**config.mk**
```make
export PLATFORM = sky130hd
export DESIGN_NAME = pcm_sample_top
export DESIGN_NICKNAME = d
export VERILOG_FILES = /design/src/rtl/pcm_pkg.sv /design/src/rtl/pcm_sample_top.sv /design/src/rtl/sample_cache.sv /design/src/rtl/voice_fetch.sv /design/src/rtl/voice_regs.sv
export SDC_FILE = /design/constraint.sdc
export NUM_CORES = 2
export LEC_CHECK = 0
export BUFFER_PORTS_ARGS = -buffer_cell sky130_fd_sc_hd__clkbuf_2
export CAP_MARGIN = 40
export CORE_ASPECT_RATIO = 0.5
export CORE_UTILIZATION = 57
export CTS_CLUSTER_SIZE = 10
export DETAILED_ROUTE_END_ITERATION = 8
export GPL_TIMING_DRIVEN = 0
export HOLD_SLACK_MARGIN = 0.1
export PLACE_DENSITY_LB_ADDON = 0.3
export REMOVE_ABC_BUFFERS = 1
export SLEW_MARGIN = 20
export SYNTH_ARGS = -nofsm -noshare
export SYNTH_HDL_FRONTEND = slang
export SYNTH_SLANG_ARGS = --single-unit
```
**constraint.sdc**
```tcl
create_clock -name clk -period 18 [get_ports clk]
set_clock_uncertainty 0.15 [all_clocks]
set_input_delay 3.6 -clock clk [delete_from_list [all_inputs] [get_ports clk]]
set_output_delay 3.6 -clock clk [all_outputs]
set_load 0.05 [all_outputs]
```
**src/rtl/pcm_pkg.sv**
```systemverilog
`default_nettype none

package pcm_pkg;

    // Sample ROM and SDRAM geometry
    localparam int ADDR_W     = 20;
    localparam int SDR_ADDR_W = 25;
    localparam int LINE_W     = 64;
    localparam int TAG_W      = ADDR_W - 3;

    localparam int MIX_W = 18;
    localparam int VOL_W = 8;

    typedef logic signed [7:0]       sample_t;
    typedef logic signed [MIX_W-1:0] mix_t;

    typedef enum logic [1:0] {
        FIELD_START,
        FIELD_END,
        FIELD_VOLUME,
        FIELD_KEY
    } reg_field_e;

    typedef enum logic [1:0] {
        IDLE,
        ISSUE,
        WAIT,
        NEXT
    } fetch_state_e;

    typedef enum logic [1:0] {
        PENDING_RQ,
        PENDING_ACK,
        VALID
    } line_state_e;

endpackage

`default_nettype wire
```
**src/rtl/pcm_sample_top.sv**
```systemverilog
`timescale 1ns/1ps
`default_nettype none

module pcm_sample_top
    import pcm_pkg::*;
#(
    parameter int                    NUM_VOICES  = 4,
    parameter int                    CACHE_LINES = 12,
    parameter logic [SDR_ADDR_W-1:0] ROM_BASE    = 25'h0100000
) (
    input  wire                             clk,
    input  wire                             reset,

    input  wire                             reg_we,
    input  wire [$clog2(NUM_VOICES)-1:0]    reg_voice,
    input  wire reg_field_e                 reg_field,
    input  wire [ADDR_W-1:0]                reg_wdata,

    input  wire                             sample_tick,
    output mix_t                            mix_out,
    output logic                            mix_valid,
    output logic [NUM_VOICES-1:0]           voice_busy,

    output logic [SDR_ADDR_W-1:0]           sdr_addr,
    input  wire [LINE_W-1:0]                sdr_data,
    output logic                            sdr_req,
    input  wire                             sdr_rdy
);

    logic [NUM_VOICES*ADDR_W-1:0] start_addr;
    logic [NUM_VOICES*ADDR_W-1:0] end_addr;
    logic [NUM_VOICES*VOL_W-1:0]  volume;
    logic [NUM_VOICES-1:0]        key_on;

    logic                         rd;
    logic [ADDR_W-1:0]            addr;
    logic                         valid;
    sample_t                      dout;

    voice_regs #(
        .NUM_VOICES (NUM_VOICES)
    ) i_voice_regs (
        .clk        (clk),
        .reset      (reset),
        .reg_we     (reg_we),
        .reg_voice  (reg_voice),
        .reg_field  (reg_field),
        .reg_wdata  (reg_wdata),
        .start_addr (start_addr),
        .end_addr   (end_addr),
        .volume     (volume),
        .key_on     (key_on)
    );

    voice_fetch #(
        .NUM_VOICES (NUM_VOICES)
    ) i_voice_fetch (
        .clk         (clk),
        .reset       (reset),
        .sample_tick (sample_tick),
        .start_addr  (start_addr),
        .end_addr    (end_addr),
        .volume      (volume),
        .key_on      (key_on),
        .rd          (rd),
        .addr        (addr),
        .valid       (valid),
        .dout        (dout),
        .mix_out     (mix_out),
        .mix_valid   (mix_valid),
        .voice_busy  (voice_busy)
    );

    sample_cache #(
        .CACHE_LINES (CACHE_LINES),
        .ROM_BASE    (ROM_BASE)
    ) i_sample_cache (
        .clk      (clk),
        .reset    (reset),
        .rd       (rd),
        .addr     (addr),
        .valid    (valid),
        .dout     (dout),
        .sdr_addr (sdr_addr),
        .sdr_data (sdr_data),
        .sdr_req  (sdr_req),
        .sdr_rdy  (sdr_rdy)
    );

endmodule

`default_nettype wire

```
**src/rtl/sample_cache.sv**
```systemverilog
`timescale 1ns/1ps
`default_nettype none

module sample_cache
    import pcm_pkg::*;
#(
    parameter int                    CACHE_LINES = 12,
    parameter logic [SDR_ADDR_W-1:0] ROM_BASE    = 25'h0100000
) (
    input  wire                     clk,
    input  wire                     reset,

    input  wire                     rd,
    input  wire [ADDR_W-1:0]        addr,
    output logic                    valid,
    output sample_t                 dout,

    output logic [SDR_ADDR_W-1:0]   sdr_addr,
    input  wire [LINE_W-1:0]        sdr_data,
    output logic                    sdr_req,
    input  wire                     sdr_rdy
);

    localparam int IDX_W   = $clog2(CACHE_LINES);
    localparam int STAMP_W = $clog2(CACHE_LINES + 1);

    line_state_e        state_q [CACHE_LINES];
    logic [TAG_W-1:0]   tag_q   [CACHE_LINES];
    logic [LINE_W-1:0]  data_q  [CACHE_LINES];
    logic [STAMP_W-1:0] stamp_q [CACHE_LINES];

    logic               rq;
    logic               ack;
    logic               rq_active;
    logic [IDX_W-1:0]   rq_index;
    logic               read_missed;
    logic [TAG_W-1:0]   read_tag;
    logic [LINE_W-1:0]  fill_data;

    logic [TAG_W-1:0]   rd_tag;
    logic               hit;
    logic [IDX_W-1:0]   hit_idx;
    logic               pend_match;
    logic               victim_found;
    logic [IDX_W-1:0]   victim_idx;
    logic [STAMP_W-1:0] victim_stamp;
    logic               req_found;
    logic [IDX_W-1:0]   req_idx;
    logic               fill_done;

    assign rd_tag = addr[ADDR_W-1:3];

    always_comb begin
        hit          = 1'b0;
        hit_idx      = '0;
        pend_match   = 1'b0;
        victim_found = 1'b0;
        victim_idx   = '0;
        victim_stamp = '0;
        req_found    = 1'b0;
        req_idx      = '0;
        for (int i = 0; i < CACHE_LINES; i++) begin
            // A tag already in flight must not be allocated twice
            if (tag_q[i] == rd_tag) begin
                if (state_q[i] == VALID) begin
                    hit     = 1'b1;
                    hit_idx = IDX_W'(i);
                end else begin
                    pend_match = 1'b1;
                end
            end
            // Oldest valid line, stamp zero first
            if (state_q[i] == VALID && (!victim_found || stamp_q[i] < victim_stamp)) begin
                victim_found = 1'b1;
                victim_idx   = IDX_W'(i);
                victim_stamp = stamp_q[i];
            end
            if (!req_found && state_q[i] == PENDING_RQ) begin
                req_found = 1'b1;
                req_idx   = IDX_W'(i);
            end
        end
    end

    assign fill_done = rq_active && (rq == ack);

    // Acknowledge follows the request bit while the SDRAM answers
    always_ff @(posedge clk) begin
        if (reset) begin
            ack <= 1'b0;
        end else if (sdr_rdy) begin
            ack <= rq;
        end
    end

    always_ff @(posedge clk) begin
        if (sdr_rdy) begin
            fill_data <= sdr_data;
        end
        if (fill_done && state_q[rq_index] == PENDING_ACK) begin
            data_q[rq_index] <= fill_data;
        end
    end

    always_ff @(posedge clk) begin
        sdr_req <= 1'b0;
        valid   <= 1'b0;
        if (reset) begin
            for (int i = 0; i < CACHE_LINES; i++) begin
                state_q[i] <= VALID;
                tag_q[i]   <= '1;
                stamp_q[i] <= '0;
            end
            rq          <= 1'b0;
            rq_active   <= 1'b0;
            read_missed <= 1'b0;
        end else begin
            if (rq_active) begin
                if (fill_done) begin
                    rq_active <= 1'b0;
                    if (state_q[rq_index] == PENDING_ACK) begin
                        state_q[rq_index] <= VALID;
                        stamp_q[rq_index] <= STAMP_W'(CACHE_LINES);
                    end
                end
            end else if (req_found) begin
                rq_index         <= req_idx;
                rq_active        <= 1'b1;
                sdr_req          <= 1'b1;
                sdr_addr         <= ROM_BASE + SDR_ADDR_W'({tag_q[req_idx], 3'b000});
                rq               <= ~rq;
                state_q[req_idx] <= PENDING_ACK;
            end

            if (rd) begin
                read_tag    <= rd_tag;
                read_missed <= !hit && !pend_match;
                for (int i = 0; i < CACHE_LINES; i++) begin
                    if (state_q[i] == VALID && stamp_q[i] != 0) begin
                        stamp_q[i] <= stamp_q[i] - 1'b1;
                    end
                end
                if (hit) begin
                    valid            <= 1'b1;
                    dout             <= data_q[hit_idx][{addr[2:0], 3'b000} +: 8];
                    stamp_q[hit_idx] <= STAMP_W'(CACHE_LINES);
                end
            end else if (read_missed) begin
                // Claim the victim once rd has dropped
                read_missed <= 1'b0;
                if (victim_found) begin
                    state_q[victim_idx] <= PENDING_RQ;
                    tag_q[victim_idx]   <= read_tag;
                end
            end
        end
    end

endmodule

`default_nettype wire

```
**src/rtl/voice_fetch.sv**
```systemverilog
`timescale 1ns/1ps
`default_nettype none

module voice_fetch
    import pcm_pkg::*;
#(
    parameter int NUM_VOICES = 4
) (
    input  wire                             clk,
    input  wire                             reset,

    input  wire                             sample_tick,

    input  wire [NUM_VOICES*ADDR_W-1:0]     start_addr,
    input  wire [NUM_VOICES*ADDR_W-1:0]     end_addr,
    input  wire [NUM_VOICES*VOL_W-1:0]      volume,
    input  wire [NUM_VOICES-1:0]            key_on,

    output logic                            rd,
    output logic [ADDR_W-1:0]               addr,
    input  wire                             valid,
    input  wire sample_t                    dout,

    output mix_t                            mix_out,
    output logic                            mix_valid,
    output logic [NUM_VOICES-1:0]           voice_busy
);

    localparam int VW = (NUM_VOICES > 1) ? $clog2(NUM_VOICES) : 1;
    localparam int IW = $clog2(NUM_VOICES + 1);

    fetch_state_e      state;
    logic [ADDR_W-1:0] cur_addr [NUM_VOICES];
    logic [IW-1:0]     scan_from;
    logic [VW-1:0]     cur_v;
    mix_t              acc;

    logic              next_found;
    logic [VW-1:0]     next_v;
    logic [VOL_W-1:0]  cur_vol;
    logic [ADDR_W-1:0] cur_end;
    logic signed [VOL_W+8:0] product;

    // First busy voice at or above the scan position
    always_comb begin
        next_found = 1'b0;
        next_v     = '0;
        for (int i = 0; i < NUM_VOICES; i++) begin
            if (!next_found && voice_busy[i] && (i >= scan_from)) begin
                next_found = 1'b1;
                next_v     = VW'(i);
            end
        end
    end

    assign cur_vol = volume[cur_v*VOL_W +: VOL_W];
    assign cur_end = end_addr[cur_v*ADDR_W +: ADDR_W];
    // Volume is unsigned, so widen before the signed multiply
    assign product = dout * $signed({1'b0, cur_vol});

    assign rd   = (state == ISSUE);
    assign addr = cur_addr[cur_v];

    always_ff @(posedge clk) begin
        mix_valid <= 1'b0;
        if (reset) begin
            state      <= IDLE;
            voice_busy <= '0;
            scan_from  <= '0;
            cur_v      <= '0;
        end else begin
            case (state)
                IDLE: begin
                    if (sample_tick) begin
                        acc       <= '0;
                        scan_from <= '0;
                        state     <= NEXT;
                    end
                end
                NEXT: begin
                    if (next_found) begin
                        cur_v <= next_v;
                        state <= ISSUE;
                    end else begin
                        mix_out   <= acc;
                        mix_valid <= 1'b1;
                        state     <= IDLE;
                    end
                end
                ISSUE: begin
                    state <= WAIT;
                end
                WAIT: begin
                    // A miss sends us back to re-issue after this idle cycle
                    if (valid) begin
                        acc <= acc + product;
                        if (cur_addr[cur_v] == cur_end) begin
                            voice_busy[cur_v] <= 1'b0;
                        end else begin
                            cur_addr[cur_v] <= cur_addr[cur_v] + 1'b1;
                        end
                        scan_from <= IW'(cur_v) + 1'b1;
                        state     <= NEXT;
                    end else begin
                        state <= ISSUE;
                    end
                end
                default: state <= IDLE;
            endcase

            // Key-on wins over a same-cycle advance
            for (int v = 0; v < NUM_VOICES; v++) begin
                if (key_on[v]) begin
                    cur_addr[v]   <= start_addr[v*ADDR_W +: ADDR_W];
                    voice_busy[v] <= 1'b1;
                end
            end
        end
    end

endmodule

`default_nettype wire

```
**src/rtl/voice_regs.sv**
```systemverilog
`timescale 1ns/1ps
`default_nettype none

module voice_regs
    import pcm_pkg::*;
#(
    parameter int NUM_VOICES = 4
) (
    input  wire                             clk,
    input  wire                             reset,

    input  wire                             reg_we,
    input  wire [$clog2(NUM_VOICES)-1:0]    reg_voice,
    input  wire reg_field_e                 reg_field,
    input  wire [ADDR_W-1:0]                reg_wdata,

    output logic [NUM_VOICES*ADDR_W-1:0]    start_addr,
    output logic [NUM_VOICES*ADDR_W-1:0]    end_addr,
    output logic [NUM_VOICES*VOL_W-1:0]     volume,
    output logic [NUM_VOICES-1:0]           key_on
);

    logic [NUM_VOICES-1:0] voice_sel;
    logic                  wr_start;
    logic                  wr_end;
    logic                  wr_volume;
    logic                  wr_key;

    // One-hot voice select, only while a write is presented
    always_comb begin
        voice_sel = '0;
        if (reg_we) begin
            voice_sel[reg_voice] = 1'b1;
        end
    end

    assign wr_start  = (reg_field == FIELD_START);
    assign wr_end    = (reg_field == FIELD_END);
    assign wr_volume = (reg_field == FIELD_VOLUME);
    assign wr_key    = (reg_field == FIELD_KEY);

    // Region bounds
    always_ff @(posedge clk) begin
        for (int v = 0; v < NUM_VOICES; v++) begin
            if (voice_sel[v] && wr_start) begin
                start_addr[v*ADDR_W +: ADDR_W] <= reg_wdata;
            end
            if (voice_sel[v] && wr_end) begin
                end_addr[v*ADDR_W +: ADDR_W] <= reg_wdata;
            end
        end
    end

    // Volume and key pulses
    always_ff @(posedge clk) begin
        key_on <= '0;
        if (reset) begin
            volume <= '0;
        end else begin
            for (int v = 0; v < NUM_VOICES; v++) begin
                if (voice_sel[v] && wr_volume) begin
                    volume[v*VOL_W +: VOL_W] <= reg_wdata[VOL_W-1:0];
                end
                // Bit 0 clear is a no-op write
                if (voice_sel[v] && wr_key) begin
                    key_on[v] <= reg_wdata[0];
                end
            end
        end
    end

endmodule

`default_nettype wire

```
# Word level (Yosys, flattened, before mapping)
# Memories as Yosys holds them, arrays and structs flattened. A register that Yosys moved wholly into a read port is not among the register bits.
# Index checks and enable logic that the tools add are counted.
# word_totals
latchBits	0
elab_cells	622
ramBits	1124
rom_bits	0
ff_bits	368
out_inout_bits	49
n_memories	5
in_bits	93
# op_classes
magnitude_cmp	19
mux	272
div	0
mul	2
n_reduce_logical	161
add_sub_neg	16
shifts	3
n_bitwise	60
n_eq_ne	47
# memory_table
name	depth	width	rd	rd_clocked_by_memory_dff	wr	line	source
i_sample_cache.data_q	12	64	1	0	1	sample_cache.sv:29	logic [LINE_W-1:0] data_q [CACHE_LINES];
i_sample_cache.tag_q	12	17	13	0	12	sample_cache.sv:28	logic [TAG_W-1:0] tag_q [CACHE_LINES];
i_voice_fetch.cur_addr	4	20	1	1	5	voice_fetch.sv:33	logic [ADDR_W-1:0] cur_addr [NUM_VOICES];
i_sample_cache.stamp_q	12	4	12	0	14	sample_cache.sv:30	logic [STAMP_W-1:0] stamp_q [CACHE_LINES];
i_sample_cache.state_q	12	2	13	1	12	sample_cache.sv:27	line_state_e state_q [CACHE_LINES];
# op_table
operator	n
$mux 4	61
$eq 17x17->1	12
$mux 1	180
$shiftx 80x8->20	1
$shiftx 64x7->8	1
$logic_and 1x1->1	62
$eq 4x4->1 const B	12
$reduce_bool 4->1	12
$sub 4x1->4 const B	12
$lt 4x4->1	11
$mux 18	2
$pmux 18 s2	1
$eq 2x2->1 const B	16
$shiftx 32x6->8	1
$mux 3	10
$logic_not 2->1	14
$logic_not 1->1	27
$mux 2	13
$reduce_bool 2->1	13
$and 1x1->1	24
$reduce_and 3->1	8
$add 21x20->22 const A	1
$not 1->1	22
$add 20x1->20 const B	1
other kinds (25)	63

# Depth between registers and ports, before layout
# An unclocked memory read counts as a cell.
# depth
ltp_word	54
ltp_mapped	97
depth_no_buf	93

# Cells and area by module
# Synthesis repeated with hierarchy kept, for this count alone.
# hier_totals
cells_unflattened	5266
hier_area_um2	68495.7
# modules_own_cells
module	n_inst	cells_each	seq_area_each_um2	area_each_um2
sample_cache	1	4184	34292.9	52619.2
voice_fetch	1	783	3763.6	9598.0
voice_regs	1	299	5525.3	6278.5

# Worst setup path before layout
# No wires, ideal clock.
# synth_timing
path_kind	register to register
startpoint	memory i_sample_cache.state_q[0][1] (netlist name)
endpoint	memory i_sample_cache.tag_q[0][0] (netlist name) (enable)
path_buffers	3
period_less_slack_ns	18.226
path_slack_ns	-0.226
setup_time_ns	0.374
arrival_time_ns	17.702
stages_incl_launch_ff	91
required_ns	17.476
cell_sequence	dfxtp_1 nor2b_1 nand2_1 ha_1 o21ai_0 a22oi_1 nand2_1 o21ai_0 inv_1 ha_1 nand3_1 a221o_1 o21ai_2 mux2_2 inv_1 ha_1 o21ai_0 a21oi_1 (+55 left out) a21o_1 a21o_1 nor3_1 or4b_4 o21a_1 mux2_2 ha_1 o21ai_0 nand2b_1 a21oi_1 a2111o_1 nand2_1 a2111o_1 o211ai_2 buf_6 a211oi_4 buf_6 or2_1
# synth_rtl
item	line
from (decl)	sample_cache.sv:27
to (decl)	sample_cache.sv:28

==> impl_metrics.env <==
export IMPL_status="complete, but fails checks"
export IMPL_violations="DRC"
export IMPL_worst_hold_slack_ns=0.266
export IMPL_layout_min_cycle_time_ns=17.41
export IMPL_cts_hold_buffers=0
export IMPL_setup_tns_ns=0
export IMPL_antenna_found_initial=2
export IMPL_die_area_um2=121000
export IMPL_critical_path_max_fanout=8
export IMPL_ys_seq_area_frac=0.637
export IMPL_drt_first_pass_iters=8
export IMPL_drc=3
export IMPL_clk_transition_reported_paths_ns=0.05
export IMPL_placement_setup_worst_slack_ns=-3.80
export IMPL_chipWidth_um=492
export IMPL_finalSetupViolCount=0
export IMPL_ys_async_sr_fraction=0
export IMPL_core_area_um2=118000
export IMPL_clock_tree_from_tritoncts="done"
export IMPL_via_count=45400
export IMPL_synthDominantCellAreaShare=0.596
export IMPL_clock_insertion_delay_worst_skew_ns=0.81
export IMPL_cts_num_sinks=1498
export IMPL_antenna_violating_nets_post_route=0
export IMPL_floorplan_rows=89
export IMPL_critical_path_class="reg2reg"
export IMPL_final_setup_worst_slack_ns=0.589
export IMPL_synthesis_yosys_warnings=0
export IMPL_timing_critical_path_from_type="flop"
export IMPL_layout_cells_non_filler=7253
export IMPL_netlist_top_cells_area="sky130_fd_sc_hd__edfxtp_1 60%, sky130_fd_sc_hd__nand2_1 4.3%, sky130_fd_sc_hd__dfxtp_1 4.1%"
export IMPL_timing_final_max_slew_violations=0
export IMPL_first_global_vias=44500
export IMPL_initial_utilization=0.578
export IMPL_drt_iter0_drc=5482
export IMPL_antenna_cells=0
export IMPL_crit_top_cell="sky130_fd_sc_hd__ha_1"
export IMPL_num_io_pins=142
export IMPL_grt_first_pass_wirelength_um=264000
export IMPL_area_growth_syn_to_layout_pct=14.8
export IMPL_grt_max_degree=81
export IMPL_hold_wc_path_type="reg2reg"
export IMPL_gp_congestion=0.935
export IMPL_ys_dominant_reg_cell="sky130_fd_sc_hd__edfxtp_1"
export IMPL_drt_wirelength_per_cell_um=24.2
export IMPL_timing_critical_path_to_type="flop"
export IMPL_postSynthCellCount=5377
export IMPL_clock_root_buffer="sky130_fd_sc_hd__clkbuf_16"
export IMPL_height_of_the_die_um=247
export IMPL_finalCritPeriodShare=0.967
export IMPL_power_per_cell_area_nw_per_um2=144
export IMPL_finalHoldViolCount=0
export IMPL_post_place_cells=6959
export IMPL_max_slew_headroom_at_the_worst_pin=0.308
export IMPL_maxCapViolations=0
export IMPL_cp_slowest_cell="sky130_fd_sc_hd__or4b_4"
export IMPL_synthesized_area_um2=68400
export IMPL_port_buffer_count=133
export IMPL_drt_wl_total_um=176000
export IMPL_required_ns=18.37
export IMPL_via_density=6.26
export IMPL_globalRouteOverflowTotal=0
export IMPL_global_route_usage_total=0.286
export IMPL_vdd_drop_max_mv=0.704
export IMPL_design_power_total_mw=11.3
export IMPL_fill_cells=8049
export IMPL_final_layout_size_suffix_gt1_frac=0.153
export IMPL_max_clock_path_buffers=3
export IMPL_synth_enable_flop_cells=1358
export IMPL_max_freq_mhz=57.4
export IMPL_worst_path_largest_cell_delay_ns=0.51
export IMPL_cts_htree_levels=4
export IMPL_ys_ff_latch=1498
export IMPL_hpwl_um=115000
export IMPL_syn_mean_instance_area_um2=12.7
export IMPL_yosys_area_top_type="sky130_fd_sc_hd__edfxtp_1"
export IMPL_worstMarginPinSlew_ns=1.04
export IMPL_yosys_cell_types_count=110
export IMPL_cts_made_buffers=167
export IMPL_critical_path_arrival_ns=17.78
export IMPL_finish_net_count=5854
export IMPL_total_leakage_power_nw=27.1
==> metal layers <==
metal / part of all wire / vias up / global-route usage / wire [um]
li1: - / 20100 / - / -
met1: 0.40 / 22500 / 0.396 / 70600
met2: 0.47 / 2381 / 0.462 / 83100
met3: 0.098 / 344 / 0.0510 / 17300
met4: 0.027 / 2 / 0.0886 / 4690
met5: 0.000074 / - / 0 / 13
==> cells in the mapped netlist (all sizes together) (16+ instances only) <==
cell type / n
edfxtp: 1358
nand2: 784
nor2: 285
clkbuf: 250
xnor2: 213
nand2b: 181
nand3: 180
a21oi: 167
mux2i: 167
inv: 154
dfxtp: 140
o21ai: 130
ha: 94
nor3: 93
a31oi: 92
a211oi: 90
xor2: 87
and3: 76
a311oi: 74
buf: 74
mux2: 71
and2: 67
nand4: 53
fa: 52
mux4: 49
nand3b: 39
or2: 39
a221oi: 35
o21bai: 28
a22oi: 26
o211ai: 22
nor2b: 21
nor4: 20
nand4b: 18
a21o: 16
==> layout by cell type (no fill, tap or decap), types with 37 or more instances in the layout <==
cell and count:
sky130_fd_sc_hd__nand3_1 175, sky130_fd_sc_hd__and2_1 50, sky130_fd_sc_hd__a21oi_1 151, sky130_fd_sc_hd__nand3b_1 39, sky130_fd_sc_hd__buf_16 42, sky130_fd_sc_hd__nand4_1 53
sky130_fd_sc_hd__fa_1 52, sky130_fd_sc_hd__xor2_1 87, sky130_fd_sc_hd__inv_1 153, sky130_fd_sc_hd__nor2_1 263, sky130_fd_sc_hd__and3_1 75, sky130_fd_sc_hd__dfxtp_1 134
sky130_fd_sc_hd__mux2_2 68, sky130_fd_sc_hd__clkbuf_2 131, sky130_fd_sc_hd__ha_1 92, sky130_fd_sc_hd__nand2_1 775, sky130_fd_sc_hd__a211oi_1 77, sky130_fd_sc_hd__a311oi_1 73
sky130_fd_sc_hd__buf_4 111, sky130_fd_sc_hd__nand2b_1 176, sky130_fd_sc_hd__mux4_2 49, sky130_fd_sc_hd__mux2i_1 163, sky130_fd_sc_hd__o21ai_0 116, sky130_fd_sc_hd__nor3_1 83
sky130_fd_sc_hd__buf_12 37, sky130_fd_sc_hd__a31oi_1 89, sky130_fd_sc_hd__xnor2_1 213, sky130_fd_sc_hd__clkbuf_16 172, sky130_fd_sc_hd__edfxtp_1 1358
==> worst paths after layout <==
check / start / endpoint / slack (ns) / cells after the start
worst max-delay path: i_sample_cache.state_q[0][1]$_SDFFE_PP0P_ / i_sample_cache.tag_q[1][5]$_SDFFCE_PN1P_ / 0.59 / 87
worst min-delay path: i_sample_cache.state_q[14][1]$_SDFFE_PP0P_ / i_sample_cache.state_q[14][1]$_SDFFE_PP0P_ / 0.27 / 2
worst max register to register: i_sample_cache.state_q[0][1]$_SDFFE_PP0P_ / i_sample_cache.tag_q[1][5]$_SDFFCE_PN1P_ / 0.59 / 87
worst min register to register: i_sample_cache.state_q[14][1]$_SDFFE_PP0P_ / i_sample_cache.state_q[14][1]$_SDFFE_PP0P_ / 0.27 / 2
==> worst max-delay path: cells and delay by family, from the launching register on <==
kind	cells	cell delay, ns
adders and majority gates	11	2.88
buffers and inverters	10	1.07
DFF	1	0.36
AOI/OAI and AO/OA	34	6.70
and+or+nand+nor	26	4.20
muxes	6	1.71
==> per-stage QoR <==
| stage | area (um^2) | util |
|---|---|---|
| floorplan | 67100 | - |
| global placement | 69700 | 0.589 |
| detailed placement | 72800 | 0.615 |
| CTS | 77900 | 0.658 |
| global route | 78500 | 0.663 |
| finish | 78500 | 0.663 |
==> sequential cells by signal, indices dropped and copies added (netlist names), 2 cells and up, named ones only <==
| name | count |
|---|---|
| i_sample_cache.state_q | 32 |
| i_sample_cache.dout | 8 |
| i_sample_cache.rq_index | 4 |
| i_voice_fetch.acc | 18 |
| i_sample_cache.fill_data | 64 |
| i_voice_fetch.cur_addr | 80 |
| i_voice_regs.end_addr | 80 |
| i_sample_cache.tag_q | 204 |
| i_voice_regs.volume | 32 |
| i_sample_cache.stamp_q | 48 |
| i_voice_fetch.scan_from | 3 |
| i_voice_regs.key_on | 4 |
| i_sample_cache.read_tag | 17 |
| i_sample_cache.sdr_addr | 17 |
| i_voice_regs.start_addr | 80 |
| i_voice_fetch.state | 2 |
| i_voice_fetch.cur_v | 2 |
| i_voice_fetch.mix_out | 18 |
| i_voice_fetch.voice_busy | 4 |
| i_sample_cache.data_q | 768 |
==> cell families (layout without fill, tap and decap cells) <==
group           after synthesis  after routing  share of synthesized area
compound gates              779            780                     0.0797
buf+inv                     478            754                     0.0279
fa+ha+maj                   148            148                     0.0327
flops                      1498           1498                      0.637
simple gates               1885           1886                      0.131
mux                         287            287                     0.0524
other cells                   2              8                   0.000110
xor+xnor                    300            300                     0.0384
==> cell type report <==
type | instances | area (um^2) | area share
Tap cell | 1592 | 1990 | 0.0254
Sequential cell | 1498 | 43600 | 0.555
Multi-Input combinational cell | 3409 | 23600 | 0.301
Clock inverter | 11 | 198 | 0.00252
Timing Repair Buffer | 385 | 4100 | 0.0523
Clock buffer | 204 | 4400 | 0.0561
Inverter | 154 | 578 | 0.00736
==> power breakdown <==
group | total (mW) | switching (mW) | internal (mW)
combinational | 4.24 | 2.63 | 1.60
sequential | 4.07 | 0.116 | 3.96
clock | 3.01 | 1.31 | 1.70
total | 11.3 | 4.06 | 7.26
==> repair_timing <==
item	CTS	global route
setup buffers	30	42
pin swaps	20	37
gates resized for setup	51	50
endpoints found under the setup margin	420	420
gates cloned	0	3
(Power assumes the default switching activity.)
